File: config.mk
export PLATFORM = sky130hd
export DESIGN_NAME = vfxp_top
export DESIGN_NICKNAME = d
export VERILOG_FILES = /design/src/hw/vfxp_pkg.sv /design/src/hw/vfxp_apb_regs.sv /design/src/hw/vfxp_exec.sv /design/src/hw/vfxp_top.sv /design/src/hw/vsaaddsub.sv
export SDC_FILE = /design/constraint.sdc
export NUM_CORES = 1
export LEC_CHECK = 0
export BUFFER_PORTS_ARGS = -buffer_cell sky130_fd_sc_hd__buf_2
export CORE_ASPECT_RATIO = 1.1
export CORE_MARGIN = 5
export CORE_UTILIZATION = 25
export DETAILED_ROUTE_END_ITERATION = 8
export PLACE_DENSITY = 0.35
export SLEW_MARGIN = 20
export SYNTH_ARGS = -nofsm -noshare
export SYNTH_HDL_FRONTEND = slang
export SYNTH_SLANG_ARGS = --single-unit
export TNS_END_PERCENT = 5
File: constraint.sdc
create_clock -name clk_i -period 31.3 [get_ports clk_i]
set_clock_uncertainty 0.15 [all_clocks]
set_input_delay 1.565 -clock clk_i [delete_from_list [all_inputs] [get_ports clk_i]]
set_output_delay 1.565 -clock clk_i [all_outputs]
set_load 0.01 [all_outputs]
File: src/hw/vfxp_pkg.sv
// Shared types and APB register map of the vector fixed-point unit
`default_nettype none

package vfxp_pkg;

    localparam int unsigned APB_AW = 8;     // APB address width

    // Register offsets, one 32-bit word each
    localparam logic [APB_AW-1:0] REG_VS1_LO = 8'h00;
    localparam logic [APB_AW-1:0] REG_VS1_HI = 8'h04;
    localparam logic [APB_AW-1:0] REG_VS2_LO = 8'h08;
    localparam logic [APB_AW-1:0] REG_VS2_HI = 8'h0C;
    localparam logic [APB_AW-1:0] REG_CTRL   = 8'h10;   // op in 2:0, sew in 5:4
    localparam logic [APB_AW-1:0] REG_VXRM   = 8'h14;
    localparam logic [APB_AW-1:0] REG_VXSAT  = 8'h18;   // Any write clears
    localparam logic [APB_AW-1:0] REG_STATUS = 8'h1C;   // Bit 0 is done
    localparam logic [APB_AW-1:0] REG_VD_LO  = 8'h20;
    localparam logic [APB_AW-1:0] REG_VD_HI  = 8'h24;

    // Fixed-point add/subtract operations
    typedef enum logic [2:0] {
        VSADDU = 3'd0,      // Saturating add, unsigned
        VSADD  = 3'd1,      // Saturating add, signed
        VSSUBU = 3'd2,      // Saturating subtract, unsigned
        VSSUB  = 3'd3,      // Saturating subtract, signed
        VAADDU = 3'd4,      // Averaging add, unsigned
        VAADD  = 3'd5,      // Averaging add, signed
        VASUBU = 3'd6,      // Averaging subtract, unsigned
        VASUB  = 3'd7       // Averaging subtract, signed
    } fxp_op_t;

    typedef enum logic [1:0] {
        SEW_8  = 2'd0,
        SEW_16 = 2'd1,
        SEW_32 = 2'd2,
        SEW_64 = 2'd3
    } sew_t;

    // Rounding modes as encoded in the vxrm CSR
    typedef enum logic [1:0] {
        RNU_V = 2'd0,       // Round to nearest, ties up
        RNE_V = 2'd1,       // Round to nearest, ties to even
        RDN_V = 2'd2,       // Truncate
        ROD_V = 2'd3        // Round to odd
    } vxrm_t;

    // One 64-bit register slice seen as lanes of every element width
    typedef union packed {
        logic [7:0][7:0]  b;
        logic [3:0][15:0] h;
        logic [1:0][31:0] w;
        logic [63:0]      d;
    } vlanes_u;

    typedef struct packed {
        fxp_op_t op;
        sew_t    sew;
        vxrm_t   vxrm;
        vlanes_u vs1;
        vlanes_u vs2;
    } fxp_req_t;

    typedef struct packed {
        vlanes_u vd;
        logic    sat;       // Some element of this result saturated
    } fxp_rsp_t;

endpackage

`default_nettype wire

File: src/hw/vfxp_apb_regs.sv
// APB register block for operands, control, rounding mode, flags and result
`timescale 1ns/1ps
`default_nettype none

module vfxp_apb_regs (
    input  logic                        clk_i,
    input  logic                        reset_i,
    input  logic                        psel_i,
    input  logic                        penable_i,
    input  logic                        pwrite_i,
    input  logic [vfxp_pkg::APB_AW-1:0] paddr_i,
    input  logic [31:0]                 pwdata_i,
    output logic [31:0]                 prdata_o,
    output logic                        pready_o,
    output logic                        pslverr_o,
    output vfxp_pkg::fxp_req_t          req_o,
    output logic                        issue_o,        // One cycle after a CTRL write
    output logic                        vxsat_clr_o,
    input  vfxp_pkg::fxp_rsp_t          rsp_i,
    input  logic                        rsp_valid_i,
    input  logic                        vxsat_i
);
    import vfxp_pkg::*;

    logic        access;        // APB access cycle
    logic        addr_hit;
    logic        addr_ro;
    logic        wr_ok;
    logic        ctrl_wr;
    logic [31:0] rdata;

    vlanes_u     vs1_q;
    vlanes_u     vs2_q;
    vlanes_u     vd_q;
    fxp_op_t     op_q;
    sew_t        sew_q;
    vxrm_t       vxrm_q;
    logic        issue_q;
    logic        done_q;

    assign access = psel_i & penable_i;

    // Address decode and read mux
    always_comb begin
        addr_hit = 1'b1;
        addr_ro  = 1'b0;
        rdata    = 32'd0;
        case (paddr_i)
            REG_VS1_LO: rdata = vs1_q.w[0];
            REG_VS1_HI: rdata = vs1_q.w[1];
            REG_VS2_LO: rdata = vs2_q.w[0];
            REG_VS2_HI: rdata = vs2_q.w[1];
            REG_CTRL:   rdata = {26'd0, sew_q, 1'b0, op_q};
            REG_VXRM:   rdata = {30'd0, vxrm_q};
            REG_VXSAT:  rdata = {31'd0, vxsat_i};
            REG_STATUS: begin
                rdata   = {31'd0, done_q};
                addr_ro = 1'b1;
            end
            REG_VD_LO: begin
                rdata   = vd_q.w[0];
                addr_ro = 1'b1;
            end
            REG_VD_HI: begin
                rdata   = vd_q.w[1];
                addr_ro = 1'b1;
            end
            default: addr_hit = 1'b0;
        endcase
    end

    // Unmapped addresses and writes to read-only registers fail and change nothing
    assign pslverr_o   = access & (~addr_hit | (pwrite_i & addr_ro));
    assign wr_ok       = access & pwrite_i & ~pslverr_o;
    assign ctrl_wr     = wr_ok & (paddr_i == REG_CTRL);
    assign vxsat_clr_o = wr_ok & (paddr_i == REG_VXSAT);
    assign prdata_o    = (access & ~pwrite_i) ? rdata : 32'd0;
    assign pready_o    = 1'b1;          // No wait states

    always_ff @(posedge clk_i) begin
        if (reset_i) begin
            vs1_q   <= '0;
            vs2_q   <= '0;
            op_q    <= VSADDU;
            sew_q   <= SEW_8;
            vxrm_q  <= RNU_V;
            issue_q <= 1'b0;
        end else begin
            issue_q <= ctrl_wr;
            if (wr_ok) begin
                case (paddr_i)
                    REG_VS1_LO: vs1_q.w[0] <= pwdata_i;
                    REG_VS1_HI: vs1_q.w[1] <= pwdata_i;
                    REG_VS2_LO: vs2_q.w[0] <= pwdata_i;
                    REG_VS2_HI: vs2_q.w[1] <= pwdata_i;
                    REG_CTRL: begin
                        op_q  <= fxp_op_t'(pwdata_i[2:0]);
                        sew_q <= sew_t'(pwdata_i[5:4]);
                    end
                    REG_VXRM:   vxrm_q <= vxrm_t'(pwdata_i[1:0]);
                    default: ;
                endcase
            end
        end
    end

    // Result and done, a new CTRL write drops done even if an old result lands
    always_ff @(posedge clk_i) begin
        if (reset_i) begin
            vd_q   <= '0;
            done_q <= 1'b0;
        end else begin
            if (rsp_valid_i) begin
                vd_q <= rsp_i.vd;
            end
            if (ctrl_wr) begin
                done_q <= 1'b0;
            end else if (rsp_valid_i) begin
                done_q <= 1'b1;
            end
        end
    end

    assign issue_o    = issue_q;
    assign req_o.op   = op_q;
    assign req_o.sew  = sew_q;
    assign req_o.vxrm = vxrm_q;
    assign req_o.vs1  = vs1_q;
    assign req_o.vs2  = vs2_q;

endmodule

`default_nettype wire

File: src/hw/vfxp_exec.sv
// Execution stage that registers the fixed-point result and keeps the sticky vxsat bit
`timescale 1ns/1ps
`default_nettype none

module vfxp_exec (
    input  logic               clk_i,
    input  logic               reset_i,
    input  logic               issue_i,         // Start of one operation
    input  vfxp_pkg::fxp_req_t req_i,
    input  logic               vxsat_clr_i,     // Software clear of vxsat
    output vfxp_pkg::fxp_rsp_t rsp_o,
    output logic               rsp_valid_o,
    output logic               vxsat_o
);
    import vfxp_pkg::*;

    vlanes_u vd_c;
    logic    sat_c;

    vsaaddsub u_vsaaddsub (
        .op_i       (req_i.op),
        .sew_i      (req_i.sew),
        .vxrm_i     (req_i.vxrm),
        .data_vs1_i (req_i.vs1),
        .data_vs2_i (req_i.vs2),
        .data_vd_o  (vd_c),
        .sat_ovf_o  (sat_c)
    );

    // Result register, loaded once per issue
    always_ff @(posedge clk_i) begin
        if (issue_i) begin
            rsp_o.vd  <= vd_c;
            rsp_o.sat <= sat_c;
        end
    end

    always_ff @(posedge clk_i) begin
        if (reset_i) begin
            rsp_valid_o <= 1'b0;
            vxsat_o     <= 1'b0;
        end else begin
            rsp_valid_o <= issue_i;

            // Sticky flag, a new saturation beats a clear in the same cycle
            if (issue_i && sat_c) begin
                vxsat_o <= 1'b1;
            end else if (vxsat_clr_i) begin
                vxsat_o <= 1'b0;
            end
        end
    end

endmodule

`default_nettype wire

File: src/hw/vfxp_top.sv
// Top level of the APB controlled vector fixed-point unit
`timescale 1ns/1ps
`default_nettype none

module vfxp_top (
    input  logic                        clk_i,
    input  logic                        reset_i,
    input  logic                        psel_i,
    input  logic                        penable_i,
    input  logic                        pwrite_i,
    input  logic [vfxp_pkg::APB_AW-1:0] paddr_i,
    input  logic [31:0]                 pwdata_i,
    output logic [31:0]                 prdata_o,
    output logic                        pready_o,
    output logic                        pslverr_o
);
    import vfxp_pkg::*;

    fxp_req_t req;
    fxp_rsp_t rsp;
    logic     issue;
    logic     rsp_valid;
    logic     vxsat;
    logic     vxsat_clr;

    vfxp_apb_regs u_regs (
        .clk_i       (clk_i),
        .reset_i     (reset_i),
        .psel_i      (psel_i),
        .penable_i   (penable_i),
        .pwrite_i    (pwrite_i),
        .paddr_i     (paddr_i),
        .pwdata_i    (pwdata_i),
        .prdata_o    (prdata_o),
        .pready_o    (pready_o),
        .pslverr_o   (pslverr_o),
        .req_o       (req),
        .issue_o     (issue),
        .vxsat_clr_o (vxsat_clr),
        .rsp_i       (rsp),
        .rsp_valid_i (rsp_valid),
        .vxsat_i     (vxsat)
    );

    vfxp_exec u_exec (
        .clk_i       (clk_i),
        .reset_i     (reset_i),
        .issue_i     (issue),
        .req_i       (req),
        .vxsat_clr_i (vxsat_clr),
        .rsp_o       (rsp),
        .rsp_valid_o (rsp_valid),
        .vxsat_o     (vxsat)
    );

endmodule

`default_nettype wire

File: src/hw/vsaaddsub.sv
// Saturating and averaging add/subtract over every lane of one 64-bit word
`timescale 1ns/1ps
`default_nettype none

module vsaaddsub (
    input  vfxp_pkg::fxp_op_t op_i,         // Operation select
    input  vfxp_pkg::sew_t    sew_i,        // Element width
    input  vfxp_pkg::vxrm_t   vxrm_i,       // Fixed-point rounding mode
    input  vfxp_pkg::vlanes_u data_vs1_i,   // Source operand 1
    input  vfxp_pkg::vlanes_u data_vs2_i,   // Source operand 2
    output vfxp_pkg::vlanes_u data_vd_o,    // Result
    output logic              sat_ovf_o     // An element saturated
);
    import vfxp_pkg::*;

    logic       is_signed;
    logic       is_sub;
    logic       is_avg;
    logic [2:0] top_mask;       // Byte index bits that stay inside one element

    vlanes_u    opb;            // Second adder operand
    vlanes_u    sum_w;          // Byte adder results
    vlanes_u    sat_res;
    vlanes_u    avg_res;

    logic [7:0] cout;
    logic [7:0] ext;            // Bit d of the widened element sum
    logic [7:0] ovf;            // Valid only at an element's top byte
    logic [7:0] last;           // Byte is the top of its element

    // Rounding increment after a shift right by one, v holds the two low sum bits
    function automatic logic rnd_inc(input vxrm_t mode, input logic [1:0] v);
        case (mode)
            RNU_V:   rnd_inc = v[0];
            RNE_V:   rnd_inc = v[0] & v[1];
            RDN_V:   rnd_inc = 1'b0;
            default: rnd_inc = v[0] & ~v[1];   // Jam the lost bit into the lsb
        endcase
    endfunction

    assign is_signed = op_i inside {VSADD, VSSUB, VAADD, VASUB};
    assign is_sub    = op_i inside {VSSUBU, VSSUB, VASUBU, VASUB};
    assign is_avg    = op_i inside {VAADDU, VAADD, VASUBU, VASUB};

    always_comb begin
        case (sew_i)
            SEW_8:   top_mask = 3'd0;
            SEW_16:  top_mask = 3'd1;
            SEW_32:  top_mask = 3'd3;
            default: top_mask = 3'd7;
        endcase
    end

    // vs2 - vs1 is computed as vs2 + ~vs1 + 1
    assign opb.d = is_sub ? ~data_vs1_i.d : data_vs1_i.d;

    // Byte-sliced adder
    // The carry runs on inside an element and restarts at each element's low byte
    always_comb begin : byte_adders
        logic carry;
        carry = 1'b0;
        for (int i = 0; i < 8; i++) begin
            if ((3'(i) & top_mask) == 3'd0) begin
                carry = is_sub;                 // Lowest byte of an element
            end
            {cout[i], sum_w.b[i]} = {1'b0, data_vs2_i.b[i]} + {1'b0, opb.b[i]}
                                  + {8'd0, carry};
            carry = cout[i];

            // Extend both operands by one bit to get the true top of the sum
            if (is_signed) begin
                ext[i] = data_vs2_i.b[i][7] ^ opb.b[i][7] ^ cout[i];
                ovf[i] = ext[i] ^ sum_w.b[i][7];
            end else begin
                ext[i] = is_sub ^ cout[i];      // Carry on add, borrow on subtract
                ovf[i] = ext[i];
            end
            last[i] = (3'(i) & top_mask) == top_mask;
        end
    end

    // Saturation, each byte follows the overflow of its element's top byte
    always_comb begin : saturate
        logic [2:0] top;
        logic [7:0] sat_byte;
        for (int i = 0; i < 8; i++) begin
            top = 3'(i) | top_mask;
            if (!is_signed) begin
                sat_byte = is_sub ? 8'h00 : 8'hFF;
            end else if (ext[top]) begin
                sat_byte = (3'(i) == top) ? 8'h80 : 8'h00;     // Most negative
            end else begin
                sat_byte = (3'(i) == top) ? 8'h7F : 8'hFF;     // Most positive
            end
            sat_res.b[i] = ovf[top] ? sat_byte : sum_w.b[i];
        end
    end

    // Averaging
    // The widened sum is shifted right by one, then rounded per element
    always_comb begin : average
        case (sew_i)
            SEW_8: begin
                for (int i = 0; i < 8; i++) begin
                    avg_res.b[i] = {ext[i], sum_w.b[i][7:1]}
                                 + {7'd0, rnd_inc(vxrm_i, sum_w.b[i][1:0])};
                end
            end
            SEW_16: begin
                for (int i = 0; i < 4; i++) begin
                    avg_res.h[i] = {ext[2*i+1], sum_w.h[i][15:1]}
                                 + {15'd0, rnd_inc(vxrm_i, sum_w.h[i][1:0])};
                end
            end
            SEW_32: begin
                for (int i = 0; i < 2; i++) begin
                    avg_res.w[i] = {ext[4*i+3], sum_w.w[i][31:1]}
                                 + {31'd0, rnd_inc(vxrm_i, sum_w.w[i][1:0])};
                end
            end
            default: begin
                avg_res.d = {ext[7], sum_w.d[63:1]}
                          + {63'd0, rnd_inc(vxrm_i, sum_w.d[1:0])};
            end
        endcase
    end

    assign data_vd_o.d = is_avg ? avg_res.d : sat_res.d;

    // Averaging never saturates
    assign sat_ovf_o = ~is_avg & (|(ovf & last));

endmodule

`default_nettype wire

# [Word-level counts from Yosys, hierarchy flattened]
# Cells that the tools add are included.
[totals] register_bits=267 wordCells=298 out_inout_bits=34 inputBits=45
[op_classes] magnitude_cmp=7 bitwise=75 reduce_logical=29 n_mux=123 eq_ne=20 add_sub_neg=31
[op_table] cell="$pmux 32 s10" n=1
[op_table] cell="$mux 8" n=39
[op_table] cell="$pmux 64 s3" n=1
[op_table] cell="$mux 64" n=2
[op_table] cell="$add 8x8->9" n=8
[op_table] cell="$add 9x1->9" n=8
[op_table] cell="$add 16x1->16" n=4
[op_table] cell="$add 32x1->32" n=2
[op_table] cell="$add 64x1->64" n=1
[op_table] cell="$add 8x1->8" n=8
[op_table] cell="$not 64->64" n=1
[op_table] cell="$mux 1" n=62
[op_table] cell="$eq 8x5->1 const B" n=4
[op_table] cell="$mux 32" n=1
[op_table] cell="$xor 1x1->1" n=32
[op_table] cell="$lt 3x4->1 const B" n=7
[op_table] cell="$and 1x1->1" n=25
[op_table] cell="$pmux 1 s3" n=8
[op_table] cell="$logic_not 3->1" n=7
[op_table] cell="$eq 8x4->1 const B" n=2
[op_table] cell="$eq 8x6->1 const B" n=2
[op_table] cell="$not 1->1" n=15
[op_table] cell="$bmux 1 s2" n=6
[op_table] cell="$eq 3x3->1 const B" n=4
[op_table] cell="19 further kinds" n=35

# [Depth between registers and ports, before layout]
[depth] ltp_word=27 depth_mapped=67 mapped_depth_nobuf=63

# [Hierarchy]
# Synthesis repeated with hierarchy kept, for this count alone.
[unflattened] hier_cells=2405 hier_area_um2=21015.2
[by_module_without_submodules] module="vfxp_apb_regs" area_each_um2=9618.0 seq_area_each_um2=4023.9 n_inst=1 cells_each=943
[by_module_without_submodules] module="vsaaddsub" area_each_um2=9380.2 seq_area_each_um2=0.0 n_inst=1 cells_each=1391
[by_module_without_submodules] module="vfxp_exec" area_each_um2=2016.9 seq_area_each_um2=1991.9 n_inst=1 cells_each=71

# [Worst setup path before layout]
# Ideal clock, no wire load.
[synth_timing] kind="register -> register" start="register u_regs.op_q[1]" end="register u_exec.rsp_o[63] (netlist name), data pin" setup_slack_ps=15119 setup_ps=174 stages_incl_launch_ff=65 arrival_time_ps=15857 t_required_ps=30976 synth_period_minus_slack_ps=16181 path_buffers=4 path_cell_list="dfxtp_1 buf_6 clkbuf_1 buf_1 buf_1 xor2_1 fa_1 a211oi_1 o21ai_0 a211oi_1 nor2_1 nor2_1 nor2_1 fa_1 fa_1 a211o_1 a211oi_1 o21ai_0 [29 not listed] nor2_1 nor2_1 fa_1 fa_1 a211o_1 nand4_1 a41oi_1 fa_1 fa_1 a21o_1 a21oi_1 xnor2_1 nand3_1 or3_1 or4_1 nand3_1 a21oi_1 a311oi_1"
[synth_lines] item="start, declared" line="vfxp_apb_regs.sv:35" source="fxp_op_t op_q;"
[synth_lines] item="start signal, assigned" line="vfxp_apb_regs.sv:97" source="op_q <= fxp_op_t'(pwdata_i[2:0]);"
[synth_lines] item="end, declared" line="vfxp_exec.sv:11" source="output vfxp_pkg::fxp_rsp_t rsp_o,"

==> flow_summary.toml <==
[placed_design]
routabilityCongestion = 0.9485
io_buffers = 77
place_hpwl_um = 66860
dp_slack_ns = 12.80
place_inst = 3451

[power_and_ir_drop]
p_int_w = 0.0006115
sequentialPowerShare_pct = 43.8
p_switching_w = 0.0001899
power.share.clock_pct = 54.2
p_sw_share_pct = 23.70
power_density_nw_per_um2 = 35.94
leakage_nw = 7.931
vdd_drop_max_mv = 0.03345
power_w = 0.0008014
comb_power_share_pct = 2.0

[timing]
worst_pin_slew_ns = 1.157
maxSlewHeadroom_pct = 22.13
layout_setup_ws_ns = 12.68
fin_crit_sh_pct = 59.49
fmax_mhz = 53.71
rsz0062_at_grt = "no"
drv_slew = 0
hold_viol_final = 0
finalSetupTns_ns = 0
setup_violations = 0
layout_min_cycle_time_ns = 18.62

[yosys]
yosys_warnings = 0
syn_inst = 2443
yosysUniqueCellTypes = 96
synth_area_um2 = 19550
synth_fp_nets = 2575
ys_seq_area_share_pct = 30.62
synth-edff-count = 64
postSynthAreaPerCell_um2 = 8.001
synth_seq_cells = 267
synth_top_flop_cell = "dfxtp_1"
ys_async_sr_fraction_pct = 0

[clocking]
clock_sinks = 267
ctsHoldBuffers = 0
htree_num_levels = 2
clk_pin_slew_worst_paths_ns = 0.06
clockBufferDepth = 3
clock_latency_ns = 0.56
postCtsSetupBuffers = 0
clockRootBuffer = "clkbuf_16"
cts_resized = 0
tritoncts = "done"
cts_buffers = 36

[setup_path]
required_ns = 31.43
critPathLaunch = "u_regs.op_q[1]"
end_kind = "register"
worstPathArrival_ns = 18.75
r2r_end = "u_exec.rsp_o[11]"
cpMostUsedCell = "fa_1"
reg2reg_from = "u_regs.op_q[1]"
critPathMaxStageDelay_ns = 0.61
worstSetupPathType = "reg -> reg"
crit_path_top_delay_cell = "buf_4"
crit_fanout = 40
reg2reg_depth = 63
r2r_slack_ns = 12.68
cp-start-kind = "register"

[finish]
layout-drive-gt1-share_pct = 11.29
final_cells = 3515
final_core_util_pct = 28.76
multi_input_area_um2 = 12890
regArea_um2 = 6000
areaGrowthSynthToFinish_pct = 14.06
fillerInstances = 8328
antenna_cells = 0
num-nets-final = 2586

[global_route]
grt_first_pass_wirelength_um = 132700
grtUsageTotal_pct = 20.92
grt_max_degree = 83
grt_overflow_total = 0
grt_pass1_vias = 18533
antenna_found_initial = 2

[min_path]
worstHoldStart = "u_regs.done_q"
hold_end = "u_regs.done_q"
min_path_cells = 2
hp-class = "reg -> reg"

[job]
maxCapViolCount = 0

[drt]
drtIter0Drc = 1809
drcViolationCount = 0
vias_per_cell = 5.487
drt-wirelength-per-cell_um = 26.18
wirelength_um = 92010
vias = 19288
drtAntennaViolNets = 0
drt_first_pass_iters = 7

[floorplanning]
die_w_um = 276.6
std_cell_rows = 107
start_util_pct = 25.22
die_y_um = 303.3
design.core.area_um2 = 77520
dieArea_um2 = 83890
io_pins = 79

[status]
status = "finished clean"
-- cells in the mapped netlist, drive strengths merged (23+ instances only) --
| cell | instances | area share (%) |
|---|---|---|
| a21oi | 241 | 6.2 |
| o211ai | 25 | 0.96 |
| nand2 | 400 | 7.7 |
| nor2 | 204 | 3.9 |
| nand3 | 54 | 1.4 |
| a31oi | 27 | 0.90 |
| mux2 | 35 | 2.0 |
| nor4 | 34 | 1.2 |
| xnor2 | 95 | 4.3 |
| inv | 34 | 0.65 |
| nor2b | 27 | 0.86 |
| a211oi | 37 | 1.4 |
| a22oi | 50 | 1.9 |
| dfxtp | 203 | 21 |
| edfxtp | 64 | 9.8 |
| nand4 | 23 | 0.74 |
| o21ai | 85 | 2.2 |
| ha | 72 | 4.6 |
| xor2 | 92 | 4.1 |
| a222oi | 31 | 1.6 |
| nor3 | 52 | 1.4 |
| clkbuf | 139 | 2.7 |
| mux2i | 90 | 4.6 |
-- worst max-delay path by stage --
| stage | endpoint | cells after the start |
|---|---|---|
| 2_1_floorplan | u_exec.rsp_o[63] | 64 |
| 6_report | u_exec.rsp_o[11] | 63 |
| 3_3_place_gp | u_exec.rsp_o[3] | 63 |
| 3_5_place_dp | u_exec.rsp_o[11] | 63 |
| 4_1_cts | u_exec.rsp_o[11] | 63 |
| 5_1_grt | u_exec.rsp_o[11] | 63 |
-- area by class of cell --
class | instances | area share (%)
Clock buffer | 52 | 4.820
Clock inverter | 12 | 0.5724
Inverter | 35 | 0.5892
Multi-Input combinational cell | 1986 | 57.83
Sequential cell | 267 | 26.91
Tap cell | 1035 | 5.808
Timing Repair Buffer | 128 | 3.474
-- worst max-delay path, delay by kind of cell, from the launching register on --
family	cells	cell delay [ns]
AO/OA/AOI/OAI	29	7.86
XOR/XNOR	2	0.27
adder cells (fa/ha/maj)	15	6.52
buffers and inverters	3	1.14
flip-flops	1	0.37
multiplexers	1	0.30
AND/OR/NAND/NOR	13	1.69
-- power groups by stage --
stage	Combinational (W)	Clock [W]	Sequential, W
after floorplan	0.00000673	0	0.000359
after global placement	0.0000161	0	0.000358
after detailed placement	0.0000162	0	0.000358
after CTS	0.0000162	0.000447	0.000351
after global routing	0.0000172	0.000457	0.000351
final	0.0000162	0.000434	0.000351
-- per-layer routing --
| metal | track usage (%) | wire length [µm] |
|---|---|---|
| met1 | 27.51 | 40320 |
| met2 | 36.11 | 44040 |
| met3 | 2.685 | 4788 |
| met4 | 6.390 | 2853 |
| met5 | 0 | 13 |
-- state kept, by name (all words and copies together), names as in the netlist --
name and flops:
u_exec.vxsat_o 1, u_regs.vxrm_q 2, u_regs.done_q 1, u_regs.vs2_q 64, u_exec.rsp_valid_o 1, u_regs.sew_q 2, u_exec.rsp_o 64, u_regs.vd_q 64
u_regs.vs1_q 64, u_regs.issue_o 1, u_regs.op_q 3
-- logic make-up after synthesis --
family,count (synthesis),synth area share [%]
AO/OA/AOI/OAI,668,22.76
XOR/XNOR,187,8.417
adder cells (fa/ha/maj),87,6.145
buffers and inverters,190,3.719
flip-flops,267,30.62
multiplexers,126,6.759
other,1,0.01918
AND/OR/NAND/NOR,917,21.56
-- metrics by stage --
stage	instance area (µm²)	hold WS [ns]
global route	22300	0.3538
floorplan	19550	0.3002
detailed placement	21090	0.3163
finish	22300	0.3302
CTS	22300	0.3279
global placement	21090	0.3116
-- cells in the final DEF (no fill, tap or decap), types with 16 or more instances in the layout --
| cell | netlist | layout |
|---|---|---|
| o21a_1 | 18 | 18 |
| mux2_2 | 35 | 35 |
| xnor2_1 | 94 | 94 |
| and2_1 | 17 | 16 |
| a222oi_1 | 31 | 31 |
| buf_4 | 1 | 51 |
| a22oi_1 | 50 | 50 |
| buf_2 | 2 | 76 |
| nand2_1 | 400 | 400 |
| nand3_1 | 54 | 53 |
| mux2i_1 | 89 | 89 |
| xor2_1 | 92 | 92 |
| dfxtp_1 | 203 | 198 |
| nor3_1 | 51 | 48 |
| a211oi_1 | 37 | 37 |
| and3_1 | 22 | 21 |
| o211ai_1 | 25 | 25 |
| o21ai_0 | 83 | 83 |
| nor4_1 | 33 | 29 |
| a31oi_1 | 26 | 26 |
| nor2_1 | 204 | 203 |
| inv_1 | 32 | 32 |
| a21oi_1 | 241 | 241 |
| a21o_1 | 17 | 17 |
| nand4_1 | 23 | 23 |
| clkbuf_16 | 0 | 39 |
| ha_1 | 72 | 72 |
| nor2b_1 | 27 | 26 |
| edfxtp_1 | 64 | 64 |
Power figures use the tool's default switching activity.
